**src/common/rv_isa_pkg.sv**
```systemverilog
package rv_isa_pkg;

    typedef logic [31:0] word_t;
    typedef logic [4:0]  reg_idx_t;
    typedef logic [6:0]  opcode_t;
    typedef logic [2:0]  funct3_t;

    // ~~~~~~~~~~~~~~~~~~~~~~~~~~~~~~~~~~~~~~~~~~~~~~~~~
    // Major opcodes
    localparam opcode_t OPCODE_OP     = 7'b0110011;
    localparam opcode_t OPCODE_OP_IMM = 7'b0010011;
    localparam opcode_t OPCODE_LUI    = 7'b0110111;
    localparam opcode_t OPCODE_AUIPC  = 7'b0010111;
    localparam opcode_t OPCODE_JAL    = 7'b1101111;
    localparam opcode_t OPCODE_JALR   = 7'b1100111;
    localparam opcode_t OPCODE_BRANCH = 7'b1100011;
    localparam opcode_t OPCODE_LOAD   = 7'b0000011;
    localparam opcode_t OPCODE_STORE  = 7'b0100011;

    // ~~~~~~~~~~~~~~~~~~~~~~~~~~~~~~~~~~~~~~~~~~~~~~~~~
    // funct3 encodings
    localparam funct3_t FUNCT3_LB   = 3'b000;
    localparam funct3_t FUNCT3_LH   = 3'b001;
    localparam funct3_t FUNCT3_LW   = 3'b010;
    localparam funct3_t FUNCT3_LBU  = 3'b100;
    localparam funct3_t FUNCT3_LHU  = 3'b101;

    localparam funct3_t FUNCT3_SB   = 3'b000;
    localparam funct3_t FUNCT3_SH   = 3'b001;
    localparam funct3_t FUNCT3_SW   = 3'b010;

    localparam funct3_t FUNCT3_BEQ  = 3'b000;
    localparam funct3_t FUNCT3_BNE  = 3'b001;
    localparam funct3_t FUNCT3_BLT  = 3'b100;
    localparam funct3_t FUNCT3_BGE  = 3'b101;
    localparam funct3_t FUNCT3_BLTU = 3'b110;
    localparam funct3_t FUNCT3_BGEU = 3'b111;

    localparam funct3_t FUNCT3_ADD  = 3'b000;  // Also SUB on OP
    localparam funct3_t FUNCT3_SLL  = 3'b001;
    localparam funct3_t FUNCT3_SLT  = 3'b010;
    localparam funct3_t FUNCT3_SLTU = 3'b011;
    localparam funct3_t FUNCT3_XOR  = 3'b100;
    localparam funct3_t FUNCT3_SR   = 3'b101;  // SRL or SRA
    localparam funct3_t FUNCT3_OR   = 3'b110;
    localparam funct3_t FUNCT3_AND  = 3'b111;

endpackage

```
**src/common/cpu_ctrl_pkg.sv**
```systemverilog
package cpu_ctrl_pkg;

    // ~~~~~~~~~~~~~~~~~~~~~~~~~~~~~~~~~~~~~~~~~~~~~~~~~
    // Instruction sequencing states
    typedef enum logic [2:0] {
        ST_RESET     = 3'd0,
        ST_FETCH     = 3'd1,
        ST_REG_READ  = 3'd2,
        ST_EXECUTE   = 3'd3,
        ST_MEMORY    = 3'd4,
        ST_REG_WRITE = 3'd5
    } cpu_state_e;

    // Outgoing Wishbone request, held until ack
    typedef struct packed {
        logic                cyc;
        logic                stb;
        logic                we;
        logic [3:0]          sel;
        rv_isa_pkg::word_t   adr;
        rv_isa_pkg::word_t   dat;
    } bus_req_t;

    // Fields pulled out of the instruction register
    typedef struct packed {
        rv_isa_pkg::opcode_t  opcode;
        rv_isa_pkg::funct3_t  funct3;
        logic                 funct7_5;  // SUB / SRA select
        rv_isa_pkg::reg_idx_t rd;
        rv_isa_pkg::reg_idx_t rs1;
        rv_isa_pkg::reg_idx_t rs2;
    } decoded_t;

endpackage

```
**src/core/cpu_ctrl.sv**
```systemverilog
`timescale 1ns/10ps

module cpu_ctrl #(
    parameter rv_isa_pkg::word_t INITIAL_PC = '0
) (
    input  logic                    clk_i,
    input  logic                    rst_i,
    input  rv_isa_pkg::word_t       dat_i,
    input  logic                    ack_i,
    output cpu_ctrl_pkg::bus_req_t  bus_o,
    output cpu_ctrl_pkg::decoded_t  dec_o,
    output rv_isa_pkg::word_t       instr_o,
    output rv_isa_pkg::word_t       pc_o,
    output logic                    rd_we_o,
    output rv_isa_pkg::word_t       rd_data_o,
    input  rv_isa_pkg::word_t       rs1_val_i,
    input  rv_isa_pkg::word_t       rs2_val_i,
    input  rv_isa_pkg::word_t       alu_res_i,
    input  rv_isa_pkg::word_t       alu_target_i,
    input  logic                    branch_taken_i,
    input  logic [3:0]              lsu_sel_i,
    input  rv_isa_pkg::word_t       lsu_wdata_i,
    input  rv_isa_pkg::word_t       lsu_rdata_i,
    output rv_isa_pkg::word_t       mem_rdata_o,
    output rv_isa_pkg::word_t       mem_addr_o
);

    import rv_isa_pkg::*;
    import cpu_ctrl_pkg::*;

    cpu_state_e state_q;
    word_t      pc_q;
    word_t      instr_q;
    word_t      res_q;      // ALU result registered at end of execute
    word_t      target_q;   // Next pc on redirect
    logic       redirect_q;
    word_t      rdata_q;

    logic  is_load;
    logic  is_store;
    logic  is_jalr;
    logic  mem_access;
    logic  writes_rd;
    word_t jalr_sum;

    // ~~~~~~~~~~~~~~~~~~~~~~~~~~~~~~~~~~~~~~~~~~~~~~~~~
    // Decode
    assign dec_o.opcode   = instr_q[6:0];
    assign dec_o.funct3   = instr_q[14:12];
    assign dec_o.funct7_5 = instr_q[30];
    assign dec_o.rd       = instr_q[11:7];
    assign dec_o.rs1      = instr_q[19:15];
    assign dec_o.rs2      = instr_q[24:20];

    assign is_load    = (dec_o.opcode == OPCODE_LOAD);
    assign is_store   = (dec_o.opcode == OPCODE_STORE);
    assign is_jalr    = (dec_o.opcode == OPCODE_JALR);
    assign mem_access = is_load | is_store;

    always_comb begin
        case (dec_o.opcode)
            OPCODE_OP, OPCODE_OP_IMM, OPCODE_LUI, OPCODE_AUIPC,
            OPCODE_JAL, OPCODE_JALR, OPCODE_LOAD: writes_rd = 1'b1;
            default:                              writes_rd = 1'b0;
        endcase
    end

    // JALR goes to rs1 + I-immediate
    assign jalr_sum = rs1_val_i + {{20{instr_q[31]}}, instr_q[31:20]};

    // ~~~~~~~~~~~~~~~~~~~~~~~~~~~~~~~~~~~~~~~~~~~~~~~~~
    // State machine and program counter
    always_ff @(posedge clk_i) begin
        if (rst_i) begin
            state_q <= ST_RESET;
            pc_q    <= INITIAL_PC;
        end else begin
            case (state_q)
                ST_RESET:    state_q <= ST_FETCH;
                ST_FETCH:    if (ack_i) state_q <= ST_REG_READ;
                ST_REG_READ: state_q <= ST_EXECUTE;
                ST_EXECUTE:  state_q <= ST_MEMORY;
                ST_MEMORY:   if (!mem_access || ack_i) state_q <= ST_REG_WRITE;
                ST_REG_WRITE: begin
                    state_q <= ST_FETCH;
                    pc_q    <= redirect_q ? target_q : pc_q + 32'd4;
                end
                default:     state_q <= ST_RESET;
            endcase
        end
    end

    always_ff @(posedge clk_i) begin
        if (state_q == ST_FETCH && ack_i)
            instr_q <= dat_i;
        if (state_q == ST_EXECUTE) begin
            res_q      <= alu_res_i;
            target_q   <= is_jalr ? {jalr_sum[31:1], 1'b0} : alu_target_i;
            redirect_q <= is_jalr || (dec_o.opcode == OPCODE_JAL) || branch_taken_i;
        end
        if (state_q == ST_MEMORY && ack_i)
            rdata_q <= dat_i;  // Load word
    end

    // ~~~~~~~~~~~~~~~~~~~~~~~~~~~~~~~~~~~~~~~~~~~~~~~~~
    // Bus request
    always_comb begin
        bus_o = '0;
        if (state_q == ST_FETCH) begin
            bus_o.cyc = 1'b1;
            bus_o.stb = 1'b1;
            bus_o.sel = 4'b1111;
            bus_o.adr = pc_q;
        end else if (state_q == ST_MEMORY && mem_access) begin
            bus_o.cyc = 1'b1;
            bus_o.stb = 1'b1;
            bus_o.we  = is_store;
            bus_o.sel = is_store ? lsu_sel_i : 4'b1111;
            bus_o.adr = {res_q[31:2], 2'b00};
            if (is_store)
                bus_o.dat = lsu_wdata_i;
        end
    end

    assign rd_we_o   = (state_q == ST_REG_WRITE) && writes_rd && (dec_o.rd != '0);
    assign rd_data_o = is_load ? lsu_rdata_i : res_q;

    assign instr_o     = instr_q;
    assign pc_o        = pc_q;
    assign mem_rdata_o = rdata_q;
    assign mem_addr_o  = res_q;

endmodule

```
**src/core/register_file.sv**
```systemverilog
`timescale 1ns/10ps

module register_file (
    input  logic                 clk_i,
    input  rv_isa_pkg::reg_idx_t rs1_i,
    input  rv_isa_pkg::reg_idx_t rs2_i,
    input  rv_isa_pkg::reg_idx_t rd_i,
    input  logic                 we_i,
    input  rv_isa_pkg::word_t    wdata_i,
    output rv_isa_pkg::word_t    rs1_val_o,
    output rv_isa_pkg::word_t    rs2_val_o
);

    import rv_isa_pkg::*;

    word_t regs [32];

    // Single write port
    always_ff @(posedge clk_i) begin
        if (we_i && rd_i != '0)
            regs[rd_i] <= wdata_i;
    end

    // Asynchronous reads, x0 hardwired
    assign rs1_val_o = (rs1_i == '0) ? '0 : regs[rs1_i];
    assign rs2_val_o = (rs2_i == '0) ? '0 : regs[rs2_i];

endmodule

```
**src/core/imm_decode.sv**
```systemverilog
`timescale 1ns/10ps

module imm_decode (
    input  rv_isa_pkg::word_t      instr_i,
    input  cpu_ctrl_pkg::decoded_t dec_i,
    output rv_isa_pkg::word_t      imm_o
);

    import rv_isa_pkg::*;

    word_t imm_i_fmt;
    word_t imm_s_fmt;
    word_t imm_b_fmt;
    word_t imm_u_fmt;
    word_t imm_j_fmt;

    assign imm_i_fmt = {{20{instr_i[31]}}, instr_i[31:20]};
    assign imm_s_fmt = {{20{instr_i[31]}}, instr_i[31:25], instr_i[11:7]};
    assign imm_b_fmt = {{19{instr_i[31]}}, instr_i[31], instr_i[7],
                        instr_i[30:25], instr_i[11:8], 1'b0};
    assign imm_u_fmt = {instr_i[31:12], 12'b0};
    assign imm_j_fmt = {{11{instr_i[31]}}, instr_i[31], instr_i[19:12],
                        instr_i[20], instr_i[30:21], 1'b0};

    // Format follows the opcode
    always_comb begin
        case (dec_i.opcode)
            OPCODE_OP_IMM, OPCODE_LOAD, OPCODE_JALR: imm_o = imm_i_fmt;
            OPCODE_STORE:                            imm_o = imm_s_fmt;
            OPCODE_BRANCH:                           imm_o = imm_b_fmt;
            OPCODE_LUI, OPCODE_AUIPC:                imm_o = imm_u_fmt;
            OPCODE_JAL:                              imm_o = imm_j_fmt;
            default:                                 imm_o = '0;  // OP has none
        endcase
    end

endmodule

```
**src/core/alu.sv**
```systemverilog
`timescale 1ns/10ps

module alu (
    input  cpu_ctrl_pkg::decoded_t dec_i,
    input  rv_isa_pkg::word_t      rs1_val_i,
    input  rv_isa_pkg::word_t      rs2_val_i,
    input  rv_isa_pkg::word_t      imm_i,
    input  rv_isa_pkg::word_t      pc_i,
    output rv_isa_pkg::word_t      res_o,
    output rv_isa_pkg::word_t      target_o,
    output logic                   taken_o
);

    import rv_isa_pkg::*;

    word_t      op_b;
    word_t      arith;
    logic [4:0] shamt;
    logic       is_sub;
    logic       eq;
    logic       lt;
    logic       ltu;
    logic       cond;

    assign op_b   = (dec_i.opcode == OPCODE_OP) ? rs2_val_i : imm_i;
    assign shamt  = op_b[4:0];
    assign is_sub = (dec_i.opcode == OPCODE_OP) && dec_i.funct7_5;  // ADDI has no SUB

    always_comb begin
        case (dec_i.funct3)
            FUNCT3_ADD:  arith = is_sub ? rs1_val_i - op_b : rs1_val_i + op_b;
            FUNCT3_SLL:  arith = rs1_val_i << shamt;
            FUNCT3_SLT:  arith = {31'b0, $signed(rs1_val_i) < $signed(op_b)};
            FUNCT3_SLTU: arith = {31'b0, rs1_val_i < op_b};
            FUNCT3_XOR:  arith = rs1_val_i ^ op_b;
            FUNCT3_SR:   arith = dec_i.funct7_5 ? word_t'($signed(rs1_val_i) >>> shamt)
                                                : rs1_val_i >> shamt;
            FUNCT3_OR:   arith = rs1_val_i | op_b;
            default:     arith = rs1_val_i & op_b;
        endcase
    end

    // ~~~~~~~~~~~~~~~~~~~~~~~~~~~~~~~~~~~~~~~~~~~~~~~~~
    // Result per instruction class
    always_comb begin
        case (dec_i.opcode)
            OPCODE_OP, OPCODE_OP_IMM:    res_o = arith;
            OPCODE_LUI:                  res_o = imm_i;
            OPCODE_AUIPC:                res_o = pc_i + imm_i;
            OPCODE_JAL, OPCODE_JALR:     res_o = pc_i + 32'd4;  // Link value
            OPCODE_LOAD, OPCODE_STORE:   res_o = rs1_val_i + imm_i;
            default:                     res_o = '0;
        endcase
    end

    // Branch compare always on rs1 vs rs2
    assign eq  = (rs1_val_i == rs2_val_i);
    assign lt  = ($signed(rs1_val_i) < $signed(rs2_val_i));
    assign ltu = (rs1_val_i < rs2_val_i);

    always_comb begin
        case (dec_i.funct3)
            FUNCT3_BEQ:  cond = eq;
            FUNCT3_BNE:  cond = !eq;
            FUNCT3_BLT:  cond = lt;
            FUNCT3_BGE:  cond = !lt;
            FUNCT3_BLTU: cond = ltu;
            FUNCT3_BGEU: cond = !ltu;
            default:     cond = 1'b0;
        endcase
    end

    assign taken_o  = (dec_i.opcode == OPCODE_BRANCH) && cond;
    assign target_o = pc_i + imm_i;  // Branch and JAL

endmodule

```
**src/hdl/load_store_unit.sv**
```systemverilog
`timescale 1ns/10ps

module load_store_unit (
    input  rv_isa_pkg::funct3_t funct3_i,
    input  logic [1:0]          addr_lo_i,
    input  rv_isa_pkg::word_t   wdata_i,
    input  rv_isa_pkg::word_t   rdata_i,
    output logic [3:0]          sel_o,
    output rv_isa_pkg::word_t   wdata_o,
    output rv_isa_pkg::word_t   load_o
);

    import rv_isa_pkg::*;

    logic [7:0]  ld_byte;
    logic [15:0] ld_half;

    // ~~~~~~~~~~~~~~~~~~~~~~~~~~~~~~~~~~~~~~~~~~~~~~~~~
    // Store side
    always_comb begin
        case (funct3_i)
            FUNCT3_SB: begin
                sel_o   = 4'b0001 << addr_lo_i;
                wdata_o = {4{wdata_i[7:0]}};
            end
            FUNCT3_SH: begin
                sel_o   = addr_lo_i[1] ? 4'b1100 : 4'b0011;
                wdata_o = {2{wdata_i[15:0]}};
            end
            FUNCT3_SW: begin
                sel_o   = 4'b1111;
                wdata_o = wdata_i;
            end
            default: begin
                sel_o   = 4'b0000;
                wdata_o = '0;
            end
        endcase
    end

    // ~~~~~~~~~~~~~~~~~~~~~~~~~~~~~~~~~~~~~~~~~~~~~~~~~
    // Load side
    assign ld_byte = rdata_i[{addr_lo_i, 3'b000} +: 8];
    assign ld_half = rdata_i[{addr_lo_i[1], 4'b0000} +: 16];

    always_comb begin
        case (funct3_i)
            FUNCT3_LB:  load_o = {{24{ld_byte[7]}}, ld_byte};
            FUNCT3_LBU: load_o = {24'b0, ld_byte};
            FUNCT3_LH:  load_o = {{16{ld_half[15]}}, ld_half};
            FUNCT3_LHU: load_o = {16'b0, ld_half};
            default:    load_o = rdata_i;  // LW
        endcase
    end

endmodule

```
**src/hdl/rv_cpu_top.sv**
```systemverilog
`timescale 1ns/10ps

module rv_cpu_top #(
    parameter rv_isa_pkg::word_t INITIAL_PC = '0
) (
    input  logic                   clk_i,
    input  logic                   rst_i,
    input  rv_isa_pkg::word_t      dat_i,
    input  logic                   ack_i,
    output cpu_ctrl_pkg::bus_req_t bus_o
);

    import rv_isa_pkg::*;
    import cpu_ctrl_pkg::*;

    decoded_t   dec;
    word_t      instr;
    word_t      pc;
    logic       rd_we;
    word_t      rd_data;
    word_t      rs1_val;
    word_t      rs2_val;
    word_t      imm;
    word_t      alu_res;
    word_t      alu_target;
    logic       branch_taken;
    logic [3:0] lsu_sel;
    word_t      lsu_wdata;
    word_t      lsu_rdata;
    word_t      mem_rdata;
    word_t      mem_addr;

    cpu_ctrl #(.INITIAL_PC(INITIAL_PC)) u_ctrl (
        .clk_i(clk_i), .rst_i(rst_i), .dat_i(dat_i), .ack_i(ack_i), .bus_o(bus_o),
        .dec_o(dec), .instr_o(instr), .pc_o(pc),
        .rd_we_o(rd_we), .rd_data_o(rd_data),
        .rs1_val_i(rs1_val), .rs2_val_i(rs2_val),
        .alu_res_i(alu_res), .alu_target_i(alu_target), .branch_taken_i(branch_taken),
        .lsu_sel_i(lsu_sel), .lsu_wdata_i(lsu_wdata), .lsu_rdata_i(lsu_rdata),
        .mem_rdata_o(mem_rdata), .mem_addr_o(mem_addr)
    );

    register_file u_regs (
        .clk_i(clk_i), .rs1_i(dec.rs1), .rs2_i(dec.rs2), .rd_i(dec.rd),
        .we_i(rd_we), .wdata_i(rd_data), .rs1_val_o(rs1_val), .rs2_val_o(rs2_val)
    );

    imm_decode u_imm (.instr_i(instr), .dec_i(dec), .imm_o(imm));

    alu u_alu (
        .dec_i(dec), .rs1_val_i(rs1_val), .rs2_val_i(rs2_val), .imm_i(imm), .pc_i(pc),
        .res_o(alu_res), .target_o(alu_target), .taken_o(branch_taken)
    );

    // Lane logic sees the registered effective address
    load_store_unit u_lsu (
        .funct3_i(dec.funct3), .addr_lo_i(mem_addr[1:0]), .wdata_i(rs2_val),
        .rdata_i(mem_rdata), .sel_o(lsu_sel), .wdata_o(lsu_wdata), .load_o(lsu_rdata)
    );

endmodule

```
**config.mk**
```make
export PLATFORM = sky130hd
export DESIGN_NAME = rv_cpu_top
export DESIGN_NICKNAME = d
export VERILOG_FILES = /design/src/common/rv_isa_pkg.sv /design/src/common/cpu_ctrl_pkg.sv /design/src/core/cpu_ctrl.sv /design/src/core/register_file.sv /design/src/core/imm_decode.sv /design/src/core/alu.sv /design/src/hdl/load_store_unit.sv /design/src/hdl/rv_cpu_top.sv
export SDC_FILE = /design/constraint.sdc
export NUM_CORES = 2
export LEC_CHECK = 0
export BUFFER_PORTS_ARGS = -buffer_cell sky130_fd_sc_hd__buf_2
export CAP_MARGIN = 10
export CORE_MARGIN = 1
export CORE_UTILIZATION = 58
export DETAILED_ROUTE_END_ITERATION = 10
export GPL_TIMING_DRIVEN = 0
export PLACE_DENSITY = 0.86
export REMOVE_ABC_BUFFERS = 1
export SYNTH_ARGS = -nofsm -noshare
export SYNTH_HDL_FRONTEND = slang
export SYNTH_HIERARCHICAL = 1
export SYNTH_SLANG_ARGS = --single-unit
```
**constraint.sdc**
```tcl
create_clock -name clk_i -period 6.5 [get_ports clk_i]
set_clock_uncertainty 0.15 [all_clocks]
set_input_delay 1.3 -clock clk_i [delete_from_list [all_inputs] [get_ports clk_i]]
set_output_delay 1.3 -clock clk_i [all_outputs]
set_load 0.005 [all_outputs]
```
==> run metrics, run 1 <==
Longest Clk Path Bufs=3; Mapped Avg Cell Area=12.1 sq um; initial core utilization=0.588; hold buffer count at CTS=0; # port buffers=105; clk root buf=clkbuf_16; initial antenna violation count=80; kind of the worst endpoint=sequential cell input; Ys Warns=6; Die H=360 um; largest net degree at the start of global routing=66; routability cong.=1.10; mapped cell area=74200 sq um; Err=[ERROR GRT-0232] Routing congestion too high. Check the congestion heatmap in the GUI.; Place WS=-3.00 ns; worst setup endpoint GRT=u_ctrl/mem_addr_o[30]$_DFFE_PP_/D; Die Wd=360 um; Placed Cells incl. Taps=7693; Stop stage=5_1_grt; CTS Buf Count=117; placed wire-length estimate=221 mm; IO Pins=106; GRT overflow=17; FP Rows=130; status=did not finish; CTS H-Tree Depth=3; Post-Synthesis Cells=6135; # clock sinks=approximately 1.2k; GRT Total Usage=0.706
metrics by stage:
stage / utilization / hold WS, ns / cell area (sq um) / setup TNS (ns)
floorplan: - / 0.305 / 72100 / -883.98
global placement: 0.591 / 0.363 / 74600 / -3947.65
detailed placement: 0.641 / 0.381 / 80900 / -65.61
CTS: 0.680 / 0.394 / 85800 / 0
timing repair:
action,in CTS
setup endpoints to repair,82
setup buffers,59
gates resized for setup,116
endpoints found under the hold margin,0
pin swaps,32
cloned,15
routing by layer:
metal  GRT overflow  track usage
met5              0        0.417
met4              7        0.663
met1              2        0.702
met3              0        0.653
met2              8        0.801
==> run 2, diff against run 1 <==
--- a/config.mk
+++ b/config.mk
@@ -8,10 +8,10 @@
 export BUFFER_PORTS_ARGS = -buffer_cell sky130_fd_sc_hd__buf_2
 export CAP_MARGIN = 10
 export CORE_MARGIN = 1
-export CORE_UTILIZATION = 58
+export CORE_UTILIZATION = 40
 export DETAILED_ROUTE_END_ITERATION = 10
 export GPL_TIMING_DRIVEN = 0
-export PLACE_DENSITY = 0.86
+export PLACE_DENSITY_LB_ADDON = 0.15
 export REMOVE_ABC_BUFFERS = 1
 export SYNTH_ARGS = -nofsm -noshare
 export SYNTH_HDL_FRONTEND = slang
==> constraint.sdc (replaced) <==
create_clock -name clk_i -period 8.45 [get_ports clk_i]
set_clock_uncertainty 0.15 [all_clocks]
set_input_delay 1.69 -clock clk_i [delete_from_list [all_inputs] [get_ports clk_i]]
set_output_delay 1.69 -clock clk_i [all_outputs]
set_load 0.005 [all_outputs]
==> run 2 against run 1 <==
- the flow now finishes, with violations (max-slew violations)
- area after synthesis unchanged
- synthesized cell count unchanged
==> run metrics, run 2 <==
Routed Antenna Nets=0; Setup WS post-layout=0.170 ns; initial core utilization=0.404 (-0.184); GRT overflow=0; share of cells above drive strength 1=0.195; # Max-Cap Violations=0; Die H=433 um (+20%); status=complete, but fails checks; WL met3=29.0 mm; Worst-Margin Slew=1.51 ns; P&R area growth vs syn=18.0%; vias per cell=6.73; hold buffer count at CTS=0 (unchanged); max_slew headroom=-0.00824; fillers=between 15k and 20k; DRT Pass-1 Iters=9; DR vias=59.3k; Worst-path clk slew=0.06 ns; failing checks=max-slew violations; Longest Clk Path Bufs=3 (unchanged); Min-Delay Path Class=reg2reg; clk root buf=clkbuf_16; DRC errors left=0; wire length on met2=around 140 mm; Worst setup SP type=flop; Crit-path slowest cell=o41ai_1; M1 WL=120 mm; GRT Total Usage=0.335; Fmax=0.121 GHz; mapped cell area=74200 sq um (unchanged); commonest cells after routing, fill and taps aside=1153 x edfxtp_1, 387 x nand2_1, 374 x mux2i_1; Critical Path RT=8.80 ns; CP peak stage delay=0.57 ns; routability cong.=0.986 (-10%); first-pass GRT wire length=around 440 mm; Cell Pwr Density=approximately 170 nW/um^2; Place WS=-1.69 ns (+1.31 ns); CTS Buf Count=135 (+15%); total power=14500 uW; Leakage=0.0308 uW; final WL=320 mm; Post-DP Area=83100 sq um (+2.8%); # port buffers=105 (unchanged); initial antenna violation count=25; final net count=approximately 6.5k; # clock sinks=1188 (unchanged); placed wire-length estimate=236 mm (+6.8%); maximum VDD drop=170 uV; CTS tree=built; setup repair after global routing missed its margin=false; Largest Register=u_regs/regs; FP Rows=157 (+21%); area of the core=between 150000 and 200000 sq um; final setup vio count=0; Worst path most repeated cell=buf_16; Avg WL per Cell=36.3 um; Die Wd=433 um (+20%); Critical Path AT=8.63 ns; Register Area=between 30000 and 40000 sq um; final hold vios=0; CTS H-Tree Depth=4 (+1); crit path kind=reg2reg; IO Pins=106 (unchanged); vias in the first global route=around 57k; CP endpoint kind=flop; commonest non-fill, non-tap cell in the layout=edfxtp_1; Initial DRC Count=roughly 7.3k; Final Slew Violations=2; Post-Synthesis Cells=6135 (unchanged); largest net degree at the start of global routing=66; post-route cell area=87600 sq um; Ys Warns=6 (unchanged); full die area=187000 sq um; Mapped Avg Cell Area=12.1 sq um (unchanged); multi-input logic area=37100 sq um; clk_lat worst skew=between 0.7 and 0.8 ns; number of flip-flops in the largest register=1024; Final Cycle Share=0.980; Tmin final=8.28 ns; max layer used=met5; critical path fanouts, max=23
run 2: report_power, final:
part           total (uW)  internal [uW]  switching [uW]
Clock                5710           3230            2480
Combinational        2360            894            1460
Sequential           6460           6420            41.0
run 2: critical path, delay by kind of cell (launching register included):
family	cells	cell delay, ns
AO/OA/AOI/OAI	10	2.75
XOR/XNOR	1	0.20
adder cells (fa/ha/maj)	1	0.48
buffers and inverters	10	2.30
flip-flops	1	0.49
AND/OR/NAND/NOR	4	1.46
run 2: through the flow:
| step | std cells | TNS, ns | utilization | hold WS [ns] |
|---|---|---|---|---|
| 6_report | 8816 | 0 | 0.477 | 0.378 |
| 5_1_grt | 8811 | 0 | 0.477 | 0.430 |
| 4_1_cts | 8802 | 0 | 0.476 | 0.385 |
| 3_5_place_dp | 8552 | -14.35 | 0.453 | 0.365 |
| 3_3_place_gp | 8274 | -3403.90 | 0.412 | 0.367 |
| 2_1_floorplan | 5705 | -707.31 | - | 0.305 |
run 2: final timing paths:
path,startpoint,to,slack [ns],cells after the start
setup / recovery,u_ctrl/instr_o[20],u_ctrl/mem_addr_o[29],0.17,26
hold / removal,u_ctrl/target_q[8],u_ctrl/pc_o[8],0.38,2
setup reg to reg,u_ctrl/instr_o[20],u_ctrl/mem_addr_o[29],0.17,26
hold reg to reg,u_ctrl/target_q[8],u_ctrl/pc_o[8],0.38,2
run 2: final cells by class:
class,count,share of cell area
Clock inverter,63,0.00644
Timing Repair Buffer,394,0.0803
Tap cell,2464,0.0352
Inverter,212,0.00927
Antenna cell,8,0.000229
Timing Repair inverter,1,0.0000572
Multi-Input combinational cell,4307,0.423
Clock buffer,179,0.0419
Sequential cell,1188,0.403
run 2: metal layers:
layer,vias up,GRT usage
met5,-,0
met4,8,0.233
met3,933,0.0672
met2,3579,0.525
met1,30124,0.416
li1,24690,-
run 2: timing repair:
action                                 4_1_cts  5_1_grt
pin swaps                                    1        1
setup endpoints to repair                   23        3
endpoints found under the hold margin        0        0
setup buffers                                6        0
gates cloned                                 2        1
gates resized for setup                     10        3
No activity file was read; power rests on OpenSTA's default activity.
